`src/stfwd_config.svh`:
```
// ----------------------------------------------------------
// store-to-load forwarding configuration values
// widths, buffer depth, reset mask and register map
// ----------------------------------------------------------
`ifndef STFWD_CONFIG_SVH
`define STFWD_CONFIG_SVH

// data and address width
`define STFWD_XLEN 32

// store buffer slots, also the number of l0 entries
`define STFWD_SB_DEPTH 8
// log2 of the depth, width of slot and cache index
`define STFWD_IDX_W 3
// address bits above the cache index
`define STFWD_TAG_W 29

// addresses below 0x100 are reserved and never forwarded
`define STFWD_MASK_RST 32'hFFFF_FF00

// register map
`define STFWD_REG_CTRL 2'd0
`define STFWD_REG_MASK 2'd1
`define STFWD_REG_HITS 2'd2

`endif

```
`src/stfwd_pkg.sv`:
```
// ----------------------------------------------------------
// shared types of the store-to-load forwarding subsystem
// ----------------------------------------------------------
`include "stfwd_config.svh"

package stfwd_pkg;

  // ----------------------------------------------------------
  // access width
  // ----------------------------------------------------------
  typedef enum logic [1:0] {
    LS_BYTE = 2'b00,
    LS_HALF = 2'b01,
    LS_WORD = 2'b10
  } ldst_width_t;

  // ----------------------------------------------------------
  // address word
  // ----------------------------------------------------------
  // tag above, cache index in the low bits
  typedef struct packed {
    logic [`STFWD_TAG_W-1:0] tag;
    logic [`STFWD_IDX_W-1:0] idx;
  } fwd_addr_split_t;

  // same word, raw or split into tag and index
  typedef union packed {
    logic [`STFWD_XLEN-1:0] raw;
    fwd_addr_split_t        split;
  } fwd_addr_u;

  // ----------------------------------------------------------
  // requests and buffer contents
  // ----------------------------------------------------------
  // pushed store
  typedef struct packed {
    fwd_addr_u              addr;
    ldst_width_t            width;
    logic [`STFWD_XLEN-1:0] value;
  } st_req_t;

  // load lookup
  typedef struct packed {
    logic        valid;
    fwd_addr_u   addr;
    ldst_width_t width;
  } ld_req_t;

  // one store buffer slot, also the drain output
  typedef struct packed {
    logic                   valid;
    fwd_addr_u              addr;
    ldst_width_t            width;
    logic [`STFWD_XLEN-1:0] value;
  } sb_entry_t;

  // steering from the config block
  typedef struct packed {
    logic                   enable;
    logic [`STFWD_XLEN-1:0] mask;
  } fwd_cfg_t;

endpackage

```
`src/fwd_cfg_regs.sv`:
```
// ----------------------------------------------------------
// forwarding config registers
// enable bit, address mask and saturating forward-hit counter
// ----------------------------------------------------------
`timescale 1ns/10ps
`include "stfwd_config.svh"

module fwd_cfg_regs (
  input  logic                   clk_i,
  input  logic                   rst_n_i,
  input  logic                   cfg_we_i,
  input  logic [1:0]             cfg_addr_i,
  input  logic [`STFWD_XLEN-1:0] cfg_wdata_i,
  output logic [`STFWD_XLEN-1:0] cfg_rdata_o,
  input  logic                   fwd_hit_i,
  output stfwd_pkg::fwd_cfg_t    fwd_cfg_o
);

  logic                   enable_q;
  logic [`STFWD_XLEN-1:0] mask_q;
  logic [`STFWD_XLEN-1:0] hits_q;

  // ----------------------------------------------------------
  // register writes
  // ----------------------------------------------------------
  always_ff @(posedge clk_i or negedge rst_n_i) begin
    if (!rst_n_i) begin
      enable_q <= 1'b1;
      mask_q   <= `STFWD_MASK_RST;
      hits_q   <= '0;
    end else begin
      if (cfg_we_i && (cfg_addr_i == `STFWD_REG_CTRL)) begin
        enable_q <= cfg_wdata_i[0];
      end
      if (cfg_we_i && (cfg_addr_i == `STFWD_REG_MASK)) begin
        mask_q <= cfg_wdata_i;
      end
      // write to the counter clears it, wins over a hit
      if (cfg_we_i && (cfg_addr_i == `STFWD_REG_HITS)) begin
        hits_q <= '0;
      end else if (fwd_hit_i && (hits_q != '1)) begin
        // saturate at all ones
        hits_q <= hits_q + 1'b1;
      end
    end
  end

  // ----------------------------------------------------------
  // readback, combinational
  // ----------------------------------------------------------
  always_comb begin
    case (cfg_addr_i)
      `STFWD_REG_CTRL: cfg_rdata_o = {{(`STFWD_XLEN-1){1'b0}}, enable_q};
      `STFWD_REG_MASK: cfg_rdata_o = mask_q;
      `STFWD_REG_HITS: cfg_rdata_o = hits_q;
      default:         cfg_rdata_o = '0;
    endcase
  end

  // steering to the l0 cache
  assign fwd_cfg_o.enable = enable_q;
  assign fwd_cfg_o.mask   = mask_q;

endmodule

```
`src/store_buffer.sv`:
```
// ----------------------------------------------------------
// speculative store buffer
// circular queue with push, drain, flush and indexed readout
// ----------------------------------------------------------
`timescale 1ns/10ps
`include "stfwd_config.svh"

module store_buffer (
  input  logic                    clk_i,
  input  logic                    rst_n_i,
  input  logic                    flush_i,
  // store side
  input  logic                    push_i,
  input  stfwd_pkg::st_req_t      st_req_i,
  output logic                    push_ok_o,
  output logic [`STFWD_IDX_W-1:0] tail_idx_o,
  output logic                    full_o,
  // drain side
  input  logic                    pop_i,
  output stfwd_pkg::sb_entry_t    drain_o,
  // readout for the forwarding cache
  input  logic [`STFWD_IDX_W-1:0] rd_idx_i,
  output stfwd_pkg::sb_entry_t    rd_entry_o
);

  import stfwd_pkg::*;

  // ----------------------------------------------------------
  // storage and pointers
  // ----------------------------------------------------------
  // store payload per slot
  st_req_t                    slot_data_q [0:`STFWD_SB_DEPTH-1];
  // one valid bit per slot
  logic [`STFWD_SB_DEPTH-1:0] slot_valid_q;

  logic [`STFWD_IDX_W-1:0]    head_q;
  logic [`STFWD_IDX_W-1:0]    tail_q;
  // one bit wider than the index so full fits
  logic [`STFWD_IDX_W:0]      count_q;

  logic                       empty;
  logic                       push_ok;
  logic                       pop_ok;

  assign full_o  = (count_q == (`STFWD_IDX_W+1)'(`STFWD_SB_DEPTH));
  assign empty   = (count_q == '0);

  // flush discards a push or pop in the same cycle
  assign push_ok = push_i & ~full_o & ~flush_i;
  assign pop_ok  = pop_i & ~empty & ~flush_i;

  // ----------------------------------------------------------
  // payload write on an accepted push
  // ----------------------------------------------------------
  always_ff @(posedge clk_i) begin
    if (push_ok) begin
      slot_data_q[tail_q] <= st_req_i;
    end
  end

  // ----------------------------------------------------------
  // valid bits
  // ----------------------------------------------------------
  always_ff @(posedge clk_i or negedge rst_n_i) begin
    if (!rst_n_i) begin
      slot_valid_q <= '0;
    end else if (flush_i) begin
      slot_valid_q <= '0;
    end else begin
      // head and tail differ whenever both fire
      if (pop_ok) begin
        slot_valid_q[head_q] <= 1'b0;
      end
      if (push_ok) begin
        slot_valid_q[tail_q] <= 1'b1;
      end
    end
  end

  // ----------------------------------------------------------
  // pointers and occupancy
  // ----------------------------------------------------------
  // index width is log2 of depth, so pointers wrap by themselves
  always_ff @(posedge clk_i or negedge rst_n_i) begin
    if (!rst_n_i) begin
      head_q  <= '0;
      tail_q  <= '0;
      count_q <= '0;
    end else if (flush_i) begin
      head_q  <= '0;
      tail_q  <= '0;
      count_q <= '0;
    end else begin
      if (push_ok) begin
        tail_q <= tail_q + 1'b1;
      end
      if (pop_ok) begin
        head_q <= head_q + 1'b1;
      end
      case ({push_ok, pop_ok})
        2'b10:   count_q <= count_q + 1'b1;
        2'b01:   count_q <= count_q - 1'b1;
        default: count_q <= count_q;
      endcase
    end
  end

  // ----------------------------------------------------------
  // outputs
  // ----------------------------------------------------------
  assign push_ok_o  = push_ok;
  // slot that the current push lands in
  assign tail_idx_o = tail_q;

  // oldest entry with its valid bit
  assign drain_o.valid = slot_valid_q[head_q];
  assign drain_o.addr  = slot_data_q[head_q].addr;
  assign drain_o.width = slot_data_q[head_q].width;
  assign drain_o.value = slot_data_q[head_q].value;

  // slot asked for by the l0 cache
  assign rd_entry_o.valid = slot_valid_q[rd_idx_i];
  assign rd_entry_o.addr  = slot_data_q[rd_idx_i].addr;
  assign rd_entry_o.width = slot_data_q[rd_idx_i].width;
  assign rd_entry_o.value = slot_data_q[rd_idx_i].value;

  // ----------------------------------------------------------
  // assertions
  // ----------------------------------------------------------
  // occupancy stays within the slot count
  a_count_max : assert property (
    @(posedge clk_i) disable iff (!rst_n_i)
    count_q <= (`STFWD_IDX_W+1)'(`STFWD_SB_DEPTH)
  ) else $error("store buffer occupancy above depth");

  // the drain side never pops an empty buffer
  a_no_pop_empty : assert property (
    @(posedge clk_i) disable iff (!rst_n_i)
    (pop_i && !flush_i) |-> !empty
  ) else $error("pop while store buffer empty");

endmodule

```
`src/l0_fwd_cache.sv`:
```
// ----------------------------------------------------------
// level-zero forwarding cache
// maps address index to the slot of the latest store
// ----------------------------------------------------------
`timescale 1ns/10ps
`include "stfwd_config.svh"

module l0_fwd_cache (
  input  logic                    clk_i,
  input  logic                    rst_n_i,
  input  logic                    flush_i,
  input  stfwd_pkg::fwd_cfg_t     fwd_cfg_i,
  // store side, same edge as the buffer write
  input  logic                    push_ok_i,
  input  stfwd_pkg::st_req_t      st_req_i,
  input  logic [`STFWD_IDX_W-1:0] tail_idx_i,
  // load lookup
  input  stfwd_pkg::ld_req_t      ld_req_i,
  output logic [`STFWD_IDX_W-1:0] sb_idx_o,
  input  stfwd_pkg::sb_entry_t    sb_entry_i,
  output logic                    fwd_valid_o,
  output logic [`STFWD_XLEN-1:0]  fwd_value_o,
  output logic                    fwd_hit_o
);

  // ----------------------------------------------------------
  // cache entries
  // ----------------------------------------------------------
  // tag and store buffer slot per index
  typedef struct packed {
    logic [`STFWD_TAG_W-1:0] tag;
    logic [`STFWD_IDX_W-1:0] slot;
  } l0_line_t;

  l0_line_t                   line_q [0:`STFWD_SB_DEPTH-1];
  logic [`STFWD_SB_DEPTH-1:0] line_valid_q;

  logic                       st_cached;
  logic [`STFWD_IDX_W-1:0]    ld_idx;
  logic                       cache_hit;
  logic                       st_hit;
  logic                       fwd_valid;

  // only stores with an address bit inside the mask are recorded
  assign st_cached = push_ok_i &
                     ((st_req_i.addr.raw & fwd_cfg_i.mask) != '0);

  // ----------------------------------------------------------
  // update
  // ----------------------------------------------------------
  // latest store to an index overwrites the line
  always_ff @(posedge clk_i) begin
    if (st_cached) begin
      line_q[st_req_i.addr.split.idx].tag  <= st_req_i.addr.split.tag;
      line_q[st_req_i.addr.split.idx].slot <= tail_idx_i;
    end
  end

  always_ff @(posedge clk_i or negedge rst_n_i) begin
    if (!rst_n_i) begin
      line_valid_q <= '0;
    end else if (flush_i) begin
      // flush drops every recorded store
      line_valid_q <= '0;
    end else if (st_cached) begin
      line_valid_q[st_req_i.addr.split.idx] <= 1'b1;
    end
  end

  // ----------------------------------------------------------
  // lookup
  // ----------------------------------------------------------
  assign ld_idx    = ld_req_i.addr.split.idx;
  assign cache_hit = line_valid_q[ld_idx] &
                     (line_q[ld_idx].tag == ld_req_i.addr.split.tag);

  // slot to read back from the store buffer
  assign sb_idx_o  = line_q[ld_idx].slot;

  // slot must still hold this exact store
  // it may have been popped or reused since it was recorded
  assign st_hit    = sb_entry_i.valid &
                     (sb_entry_i.addr.raw == ld_req_i.addr.raw) &
                     (sb_entry_i.width == ld_req_i.width);

  assign fwd_valid = fwd_cfg_i.enable & ld_req_i.valid & cache_hit & st_hit;

  // ----------------------------------------------------------
  // outputs
  // ----------------------------------------------------------
  assign fwd_valid_o = fwd_valid;
  assign fwd_value_o = sb_entry_i.value;
  // counted by the config block
  assign fwd_hit_o   = fwd_valid;

  // enable from the config block gates every forward
  a_fwd_needs_en : assert property (
    @(posedge clk_i) disable iff (!rst_n_i)
    fwd_valid_o |-> fwd_cfg_i.enable
  ) else $error("forward while forwarding disabled");

endmodule

```
`src/stfwd_top.sv`:
```
// ----------------------------------------------------------
// store-to-load forwarding top level
// ----------------------------------------------------------
`timescale 1ns/10ps
`include "stfwd_config.svh"

module stfwd_top (
  input  logic                   clk_i,
  input  logic                   rst_n_i,
  // store push and drain
  input  logic                   push_i,
  input  stfwd_pkg::st_req_t     st_req_i,
  output logic                   full_o,
  input  logic                   pop_i,
  output stfwd_pkg::sb_entry_t   drain_o,
  input  logic                   flush_i,
  // load lookup
  input  stfwd_pkg::ld_req_t     ld_req_i,
  output logic                   fwd_valid_o,
  output logic [`STFWD_XLEN-1:0] fwd_value_o,
  // config port
  input  logic                   cfg_we_i,
  input  logic [1:0]             cfg_addr_i,
  input  logic [`STFWD_XLEN-1:0] cfg_wdata_i,
  output logic [`STFWD_XLEN-1:0] cfg_rdata_o
);

  import stfwd_pkg::*;

  // ----------------------------------------------------------
  // internal wires
  // ----------------------------------------------------------
  fwd_cfg_t                fwd_cfg;
  logic                    fwd_hit;
  logic                    push_ok;
  logic [`STFWD_IDX_W-1:0] tail_idx;
  logic [`STFWD_IDX_W-1:0] sb_idx;
  sb_entry_t               rd_entry;

  // config registers and hit counter
  fwd_cfg_regs u_cfg (
    .clk_i       (clk_i),
    .rst_n_i     (rst_n_i),
    .cfg_we_i    (cfg_we_i),
    .cfg_addr_i  (cfg_addr_i),
    .cfg_wdata_i (cfg_wdata_i),
    .cfg_rdata_o (cfg_rdata_o),
    .fwd_hit_i   (fwd_hit),
    .fwd_cfg_o   (fwd_cfg)
  );

  // speculative stores
  store_buffer u_sb (
    .clk_i      (clk_i),
    .rst_n_i    (rst_n_i),
    .flush_i    (flush_i),
    .push_i     (push_i),
    .st_req_i   (st_req_i),
    .push_ok_o  (push_ok),
    .tail_idx_o (tail_idx),
    .full_o     (full_o),
    .pop_i      (pop_i),
    .drain_o    (drain_o),
    .rd_idx_i   (sb_idx),
    .rd_entry_o (rd_entry)
  );

  // forwarding lookup
  l0_fwd_cache u_l0 (
    .clk_i       (clk_i),
    .rst_n_i     (rst_n_i),
    .flush_i     (flush_i),
    .fwd_cfg_i   (fwd_cfg),
    .push_ok_i   (push_ok),
    .st_req_i    (st_req_i),
    .tail_idx_i  (tail_idx),
    .ld_req_i    (ld_req_i),
    .sb_idx_o    (sb_idx),
    .sb_entry_i  (rd_entry),
    .fwd_valid_o (fwd_valid_o),
    .fwd_value_o (fwd_value_o),
    .fwd_hit_o   (fwd_hit)
  );

endmodule

```
`config.mk`:
```
export PLATFORM = sky130hd
export DESIGN_NAME = stfwd_top
export DESIGN_NICKNAME = d
export VERILOG_FILES = /design/src/stfwd_pkg.sv /design/src/fwd_cfg_regs.sv /design/src/store_buffer.sv /design/src/l0_fwd_cache.sv /design/src/stfwd_top.sv
export VERILOG_INCLUDE_DIRS = /design/src /design/src/src
export SDC_FILE = /design/constraint.sdc
export NUM_CORES = 1
export LEC_CHECK = 0
export BUFFER_PORTS_ARGS = -buffer_cell sky130_fd_sc_hd__buf_4
export CORE_ASPECT_RATIO = 0.7
export CORE_MARGIN = 5
export CORE_UTILIZATION = 57
export CTS_CLUSTER_SIZE = 14
export DETAILED_ROUTE_END_ITERATION = 6
export GPL_TIMING_DRIVEN = 0
export PLACE_DENSITY = 0.72
export SYNTH_ARGS = -nofsm -noshare
export SYNTH_HDL_FRONTEND = slang
export SYNTH_SLANG_ARGS = --single-unit
```
`constraint.sdc`:
```
create_clock -name clk_i -period 9.4 [get_ports clk_i]
set_input_delay 1.88 -clock clk_i [delete_from_list [all_inputs] [get_ports clk_i]]
set_output_delay 1.88 -clock clk_i [all_outputs]
set_load 0.02 [all_outputs]
```
# After elaboration in Yosys (flattened, before gate mapping)
# Memories as Yosys holds them, arrays and structs flattened.
# Cells that the tools add are included.
dict set report totals {
  reg_bits 91
  ram_bits 784
  output_inout_bits 133
  elab_cells 97
  mem_count 2
}
# memory depth width read_ports rd_clocked_by_memory_dff write_ports line
set memory_table {}
lappend memory_table {u_sb.slot_data_q 8 66 2 0 1 store_buffer.sv:32} ;# st_req_t slot_data_q [0:`STFWD_SB_DEPTH-1];
lappend memory_table {u_l0.line_q 8 32 1 0 1 l0_fwd_cache.sv:35} ;# l0_line_t line_q [0:`STFWD_SB_DEPTH-1];
dict set report classes {
  n_addsub 5
  n_lt_le_gt_ge 8
  eq_ne 9
  muxes 31
  n_bitwise 19
  reduce_logical 15
}
# operator n
set ops {}
lappend ops {{32-bit case mux with 3 select lines} 1}
lappend ops {{32-bit two-way mux} 2}
lappend ops {{8-bit two-way mux} 6}
lappend ops {{32-bit by 1-bit adder with 32-bit output, second input constant} 1}
lappend ops {{32-bit bitwise AND} 1}
lappend ops {{32-bit equality test} 1}
lappend ops {{32-bit inequality test, second input constant} 1}
lappend ops {{32-bit nonzero test} 1}
lappend ops {{29-bit equality test} 1}
lappend ops {{3-bit by 4-bit less-than comparator with 1-bit output, second input constant} 5}
lappend ops {{8-bit bitwise OR} 2}
lappend ops {{3-bit two-way mux} 4}
lappend ops {{1-bit bitwise AND} 11}
lappend ops {{1-bit two-way mux} 10}
lappend ops {{1-bit binary-select mux with 3-bit select} 3}
lappend ops {{1-bit demux with 3-bit select} 3}
lappend ops {{3-bit by 1-bit greater-or-equal comparator with 1-bit output, second input constant} 3}
lappend ops {{8-bit bitwise AND} 1}
lappend ops {{8-bit inverter} 1}
lappend ops {{4-bit case mux with 2 select lines} 1}
lappend ops {{2-bit nonzero test} 4}
lappend ops {{1-bit logical AND} 7}
lappend ops {{3-bit by 1-bit adder with 3-bit output, second input constant} 2}
lappend ops {{4-bit by 1-bit adder with 4-bit output, second input constant} 1}
lappend ops {{10 further kinds} 14}

# Logic depth before layout (Yosys ltp)
# Gate-level depths: netlist (run 1).
dict set report depth {
  word_depth 11
  ltp_mapped 18
}

# Modules after synthesis
# Synthesis (run 1) repeated with hierarchy kept, for this count alone.
dict set report unflattened {
  hier_cells 2313
  hier_area_um2 40013.4
}
# mod instances cells_per_inst area_each_um2 seq_area_each_um2
set modules_own_cells {}
lappend modules_own_cells {store_buffer 1 1452 25466.9 16305.6}
lappend modules_own_cells {l0_fwd_cache 1 546 11104.4 7887.6}
lappend modules_own_cells {fwd_cfg_regs 1 315 3442.1 1657.8}

# Least setup slack after synthesis (run 1)
# Ideal clock, no wire load.
dict set report synth_path {
  path_type {input-to-reg}
  from {input port push_i}
  to {memory u_sb.slot_data_q[0][0] (netlist name) (enable)}
  setup_time_ns 0.574
  t_arrival_ns 6.819
  required_time_ns 8.826
  slack_ns 2.007
  cell_stages 3
  n_path_buf 0
  path_cell_list {nand2_1 or3_1 nor3_1}
}
dict set report synth_between {
  elab_chain_cells 4
}
# element line
set synth_lines {}
lappend synth_lines {{from (decl)} stfwd_top.sv:11} ;# input logic push_i,
lappend synth_lines {{1-bit bitwise AND (2 in series)} store_buffer.sv:49} ;# assign push_ok = push_i & ~full_o & ~flush_i;
lappend synth_lines {{1-bit two-way mux} store_buffer.sv:56} ;# if (push_ok) begin
lappend synth_lines {{1-bit two-way mux (not written as such)} store_buffer.sv:57} ;# slot_data_q[tail_q] <= st_req_i;
lappend synth_lines {{to (decl)} store_buffer.sv:32}
# Every way passes these cells.

# Worst setup path after layout (run 1)
dict set report layout_path {
  from {input port ld_req_i[4] (netlist name)}
  to {output port fwd_valid_o}
}
dict set report layout_between {
  elab_chain_cells 6
}
# element line
set layout_lines {}
lappend layout_lines {{from (decl)} stfwd_top.sv:18} ;# input stfwd_pkg::ld_req_t ld_req_i,
lappend layout_lines {{memory read 8 x 32 bit} -}
lappend layout_lines {{memory read 8 x 66 bit or 1-bit binary-select mux with 3-bit select (tied branches)} -}
lappend layout_lines {{32-bit equality test or 1-bit two-way mux (tied branches)} {l0_fwd_cache.sv:83, store_buffer.sv:122}}
lappend layout_lines {{1-bit bitwise AND} l0_fwd_cache.sv:82} ;# assign st_hit = sb_entry_i.valid &
lappend layout_lines {{1-bit bitwise AND} l0_fwd_cache.sv:83} ;# (sb_entry_i.addr.raw == ld_req_i.addr.raw) &
lappend layout_lines {{1-bit bitwise AND (*)} l0_fwd_cache.sv:86} ;# assign fwd_valid = fwd_cfg_i.enable & ld_req_i.valid & cache_hit & st_hit;
lappend layout_lines {{to (decl)} stfwd_top.sv:19} ;# output logic fwd_valid_o,
# Mark *: on every way between the ends. The rest lies on a longest branch, timed or not. The select of a mux whose other input is x is not followed.

==> flow_metrics.py, run 1 <==
metrics = {
    "route": {
        "antenna_left": 0,
        "drt_pass1_iterations": 6,
        "drt_iter0_markers": 5186,
        "viasPerCell": 6.93,
        "wl_per_cell_um": 32.3,
        "vias": 28900,
        "drc_errors": 0,
        "wirelength_um": 135000,
    },
    "clock_tree": {
        "clk_pin_slew_ns": 0.06,
        "cts_resized": 0,
        "holdBufCountCts": 0,
        "post_cts_buffers": 0,
        "clock_sinks": 875,
        "cts_inserted_buffers": 85,
        "cts_tree": "yes",
        "clockBufferDepth": 3,
        "cts-root-buf": "clkbuf_16",
        "cts_max_level": 3,
        "clock_latency_ns": 0.66,
    },
    "die": {
        "start_util_pct": 57.8,
        "dieHeight_um": 233,
        "core_um2": 70100,
        "rows": 81,
        "die_w_um": 329,
        "pin_count": 274,
        "die-area_um2": 76600,
    },
    "synth": {
        "synth-edff-count": 784,
        "synth_top_area_share_pct": 58.1,
        "yosysWarningCount": 0,
        "synth_area_per_cell_um2": 14.8,
        "synth-seq-area-share_pct": 63.8,
        "ys_seq_elements": 875,
        "syn_nets": 2892,
        "yosysUniqueCellTypes": 83,
        "syn_area_um2": 40500,
        "synth_commonest_cells": "edfxtp_1, nand2_1, nand3_1",
        "synth.area.top_cells": "edfxtp_1, mux4_2, nand2_1, dfrtp_1, mux2_2",
        "synth_cells": 2745,
        "yosysTopAreaCell": "edfxtp_1",
        "synth.most_common_cell": "edfxtp_1",
        "async_reset_ff_share_pct": 10.4,
        "synth_ff_type": "edfxtp_1",
    },
    "power_and_ir_drop": {
        "seq_power_share_pct": 44.4,
        "p_sw_uw": 2920,
        "ir_drop_mv": 0.136,
        "p_clk_share_pct": 33.7,
        "powerDensity_nw_per_um2": 215,
        "combPwrFrac_pct": 21.9,
        "p_leak_uw": 0.0166,
        "p_int_uw": 7200,
        "p_sw_share_pct": 28.9,
    },
    "worst_setup_path": {
        "crit_type": "input pin to primary output",
        "crit_path_top_delay_cell": "buf_1",
        "crit_family": "buffers and inverters",
        "path_buf_inv": 7,
        "critPathMaxFanout": 10,
        "startpoint_type": "input pin",
        "critPathMostFrequentCell": "buf_4",
        "arrival_ns": 6.91,
        "end_kind": "primary output",
        "required_ns": 7.52,
        "cp_cell_sequence": "clkbuf_1, inv_1, buf_2, mux4_2, buf_1, a311o_1, a21oi_1, nor4b_1, and4_1, nand2_2, buf_4, buf_6, nor3_1, buf_4",
        "slowest_delay_ns": 0.78,
    },
    "grt": {
        "grt_pass1_vias": 28400,
        "overflow": 0,
        "busiest_layer": "met1",
        "grt_pass1_wl_um": 193000,
        "use_met1_pct": 51.2,
        "gr-usage-met2_pct": 50.4,
        "grtUsageMet3_pct": 10.9,
        "antenna_found_initial": 5,
        "grt_usage_pct": 35.0,
        "grt_max_degree": 92,
    },
    "cells_and_area": {
        "fin_nets": 3286,
        "nFillCells": 4872,
        "syn_to_final_growth_pct": 16.3,
        "drive_above_1_share_pct": 27.4,
        "postLayoutCoreUtil_pct": 67.2,
        "finalInstanceArea_um2": 47100,
    },
    "timing": {
        "fin_crit_ns": 8.79,
        "clock_skew_ns": 0.0309,
        "whs_ns": 0.499,
        "final-setup-viol-count": 0,
        "rsz0062_at_grt": "false",
        "slew_viol_final": 0,
        "slew_headroom_pct": 0.138,
        "worst-slew-pin-transition_ns": 1.50,
        "max_freq_mhz": 114,
        "tns_ns": 0,
        "min_period_over_period_pct": 93.5,
        "hold_viol_final": 0,
        "setup_ws_ns": 0.615,
    },
    "placement": {
        "place_ws_ns": 0.960,
        "routabilityCongestion": 0.964,
        "place_area_um2": 44400,
        "portBuffers": 270,
        "dp_hpwl_um": 92400,
    },
    "run_status": {
        "outcome": "finished, final reports clean",
    },
    "hold_path": {
        "min_path_type": "register to register",
    },
    "flow_run": {
        "drv_cap": 0,
    },
}
==> final timing paths <==
kind / slack (ns) / startpoint / endpoint / depth (start not counted)
max: 0.61 / ld_req_i[4] / fwd_valid_o / 14
min in group asynchronous: 1.48 / rst_n_i / u_cfg.hits_q[5] / 1
max reg2reg: 4.12 / u_l0.line_q[6][2] / u_cfg.hits_q[2] / 13
min reg2reg: 0.50 / u_l0.line_valid_q[6] / u_l0.line_valid_q[6] / 2
max in group asynchronous: 7.15 / rst_n_i / u_cfg.hits_q[26] / 1
min: 0.50 / u_l0.line_valid_q[6] / u_l0.line_valid_q[6] / 2
==> metrics by stage <==
stage	total power, uW	cells
after floorplan	5830	2745
after CTS	10100	4166
after detailed placement	6750	4006
after global placement	6710	3969
final	10100	4173
after global routing	10400	4170
==> power by group through the flow <==
stage | Combinational (uW) | Sequential (uW) | Clock (uW)
finish | 2220 | 4500 | 3410
floorplan | 1300 | 4540 | 0
detailed placement | 2170 | 4570 | 0
CTS | 2180 | 4490 | 3430
global placement | 2120 | 4590 | 0
global route | 2320 | 4500 | 3600
==> cells in the final DEF, fill, tap and decap left out, types with 27 or more instances in the layout <==
| cell | count |
|---|---|
| edfxtp_1 | 784 |
| mux4_2 | 182 |
| and3_1 | 54 |
| nand3_1 | 232 |
| buf_4 | 278 |
| a22o_1 | 36 |
| mux2_2 | 126 |
| nand2b_1 | 27 |
| a211oi_1 | 46 |
| xnor2_1 | 39 |
| clkbuf_1 | 111 |
| clkbuf_16 | 85 |
| dfrtp_1 | 66 |
| buf_2 | 29 |
| buf_1 | 45 |
| nor2_1 | 35 |
| buf_6 | 37 |
| mux2i_1 | 85 |
| nand2_1 | 471 |
==> flip-flops by register name, summed over array words and instances, names as in the netlist <==
register           flops
u_cfg.enable_q         1
u_cfg.hits_q          32
u_cfg.mask_q          32
u_l0.line_q          256
u_l0.line_valid_q      8
u_sb.count_q           4
u_sb.head_q            3
u_sb.slot_data_q     528
u_sb.slot_valid_q      8
u_sb.tail_idx_o        3
==> worst register-to-register path, stage by stage (launching register included) <==
cell and delay (ns):
edfxtp_1 0.32, mux2_2 0.17, o22a_1 0.25, clkbuf_1 0.51, clkbuf_1 0.53, a21oi_2 0.26
a221oi_1 1.17, xnor2_1 0.26, nand4_1 0.17, nor4b_2 0.41, nand4_4 0.28, buf_4 0.28
o311ai_1 0.38, o41ai_2 0.14
==> layout make-up <==
type	instances	area, um^2	area share (%)
multi-input cells	1669	13800	29.2
diodes	7	17.5	0.0372
clock buffers	114	2310	4.90
well taps	954	1190	2.53
repair buffers	307	2610	5.54
flip-flops and latches	875	25900	54.9
inverters	12	60.1	0.127
plain buffers	189	896	1.90
clock inverters	46	439	0.932
==> layer usage <==
metal | share of wire [%] | vias up
li1 | - | 11600
met1 | 38 | 14500
met2 | 43 | 2478
met3 | 15 | 351
met4 | 3.9 | 0
met5 | 0 | -
==> logic make-up (layout without fill, tap and decap cells) <==
| group | Yosys count | in the layout | synth area share (%) |
|---|---|---|---|
| AND/OR/NAND/NOR | 961 | 961 | 11.6 |
| AO/OA/AOI/OAI | 243 | 243 | 4.90 |
| multiplexers | 401 | 401 | 16.0 |
| buffers and inverters | 201 | 668 | 2.32 |
| other | 0 | 7 | 0 |
| adder cells (fa/ha/maj) | 6 | 6 | 0.204 |
| XOR/XNOR | 58 | 58 | 1.25 |
| flip-flops | 875 | 875 | 63.8 |
Power figures use the tool's default switching activity.
==> run 2, diff against run 1 <==
--- a/config.mk
+++ b/config.mk
@@ -14,6 +14,7 @@
 export DETAILED_ROUTE_END_ITERATION = 6
 export GPL_TIMING_DRIVEN = 0
 export PLACE_DENSITY = 0.72
+export REMOVE_ABC_BUFFERS = 1
 export SYNTH_ARGS = -nofsm -noshare
 export SYNTH_HDL_FRONTEND = slang
 export SYNTH_SLANG_ARGS = --single-unit
==> flow_metrics.py, run 2 (synthesized netlist as in run 1, its figures left out) <==
metrics = {
    "timing": {
        "rsz0062_at_grt": "false",
        "worst-slew-pin-transition_ns": 1.25,
        "setup_ws_ns": 0.241,
        "hold_viol_final": 0,
        "whs_ns": 0.502,
        "max_freq_mhz": 109,
        "slew_viol_final": 0,
        "slew_headroom_pct": 16.1,
        "min_period_over_period_pct": 97.4,
        "fin_crit_ns": 9.16,
        "clock_skew_ns": 0.0273,
        "final-setup-viol-count": 0,
    },
    "die": {
        "dieHeight_um": 233,
        "pin_count": 274,
        "die_w_um": 329,
        "core_um2": 70100,
        "rows": 81,
        "die-area_um2": 76600,
        "start_util_pct": 57.8,
    },
    "worst_setup_path": {
        "crit_family": "simple AND/OR/NAND/NOR gates",
        "startpoint_type": "input pin",
        "path_depth": 15,
        "reg2reg_slack_ns": 3.65,
        "arrival_ns": 7.28,
        "crit_type": "input pin to primary output",
        "r2r_cells": 12,
        "cp-endpoint": "fwd_valid_o",
        "required_ns": 7.52,
        "r2r-end": "u_cfg.hits_q[16]",
        "end_kind": "primary output",
        "slowest_delay_ns": 0.68,
        "crit_path_top_delay_cell": "nor2_2",
        "cp-startpoint": "ld_req_i[3]",
        "critPathMaxFanout": 127,
        "r2r_start": "u_l0.line_q[3][0]",
        "cp_cell_sequence": "buf_4, nor2_2, a22oi_2, buf_8, buf_8, nand2_8, buf_16, a211oi_1, a311o_1, and3_1, nor4b_1, and4_1, nand2_4, nor3_1, buf_4",
        "path_buf_inv": 5,
    },
    "cells_and_area": {
        "mostFrequentLayoutCells": "edfxtp_1, nand2_1, buf_4",
        "syn_to_final_growth_pct": 15.7,
        "layoutNonFillerInstCount": 4001,
        "top_register": "u_sb.slot_data_q",
        "layout_commonest_cell": "edfxtp_1",
        "drive_above_1_share_pct": 28.0,
        "largest_reg_flops": 528,
        "fin_nets": 3127,
        "postLayoutCoreUtil_pct": 66.8,
        "reg_top3": "u_sb.slot_data_q (528), u_l0.line_q (256)",
    },
    "route": {
        "drc_errors": 0,
        "wirelength_um": 110000,
        "viasPerCell": 6.61,
        "antenna_left": 0,
        "wl_per_cell_um": 27.5,
        "vias": 26500,
        "drt_pass1_iterations": 6,
        "drt_iter0_markers": 3261,
    },
    "clock_tree": {
        "clock_sinks": 875,
        "cts_tree": "yes",
        "cts_max_level": 3,
        "clock_latency_ns": 0.64,
        "clockBufferDepth": 3,
        "cts_inserted_buffers": 83,
        "cts-root-buf": "clkbuf_16",
        "clk_pin_slew_ns": 0.06,
    },
    "power_and_ir_drop": {
        "powerDensity_nw_per_um2": 209,
        "p_total_uw": 9800,
        "p_leak_uw": 0.0164,
        "ir_drop_mv": 0.154,
    },
    "placement": {
        "dp_hpwl_um": 70300,
        "routabilityCongestion": 0.900,
        "place_ws_ns": -0.401,
        "portBuffers": 273,
        "placedCellCount": 3849,
    },
    "grt": {
        "grt_pass1_vias": 26000,
        "overflow": 0,
        "antenna_found_initial": 3,
        "grt_usage_pct": 28.4,
        "grt_max_degree": 128,
        "grt_pass1_wl_um": 163000,
    },
    "hold_path": {
        "min_path_type": "register to register",
    },
    "flow_run": {
        "drv_cap": 0,
    },
    "run_status": {
        "outcome": "finished, final reports clean",
    },
}
run 2: timing repair:
action	CTS	global route
hold buffers	0	0
endpoints found under the setup margin	1	1
buffers inserted	0	0
gates resized for setup	4	2
run 2: worst min path at each step:
stage | cells after the start | to | slack [ns] | from
after floorplan | 2 | u_l0.line_valid_q[2] | 0.46 | u_l0.line_valid_q[2]
after global placement | 2 | u_l0.line_valid_q[0] | 0.47 | u_l0.line_valid_q[0]
after detailed placement | 2 | u_l0.line_valid_q[4] | 0.50 | u_l0.line_valid_q[4]
after CTS | 2 | u_l0.line_valid_q[4] | 0.51 | u_l0.line_valid_q[4]
after global routing | 2 | u_l0.line_valid_q[4] | 0.51 | u_l0.line_valid_q[4]
final | 2 | u_l0.line_valid_q[2] | 0.50 | u_l0.line_valid_q[2]
run 2: metrics by stage:
step,setup TNS (ns),cell area (um^2)
2_1_floorplan,-19.53,39600
3_3_place_gp,-941.58,42900
3_5_place_dp,-0.401,44200
4_1_cts,0,46800
5_1_grt,0,46900
6_report,0,46900
run 2: power by group:
part	switching [uW]	leakage, uW	total, uW	internal [uW]
Combinational	1110	0.00692	2040	927
Clock	1400	0.00127	3250	1840
Sequential	125	0.00825	4520	4400
run 2: worst min-delay path: stages, from the launching register on:
cell	delay, ns
dfrtp_1	0.34
nor2_1	0.05
nor2_1	0.08
run 2: metal layers:
metal	track usage (%)	wire, um	up-vias
met5	0	15	-
met4	8.73	3060	2
met3	6.24	11300	223
met2	44.2	51800	1513
met1	40.9	44000	13500
li1	-	-	11200
run 2: area by class of cell:
class | count | area, um^2
antenna | 3 | 7.51
timing repair buffer | 339 | 3310
clock buffer | 109 | 2290
sequential | 875 | 25900
inverter | 12 | 63.8
clock inverter | 40 | 303
tap | 954 | 1190
fill | 4816 | 23300
multi-input combinational | 1669 | 13800
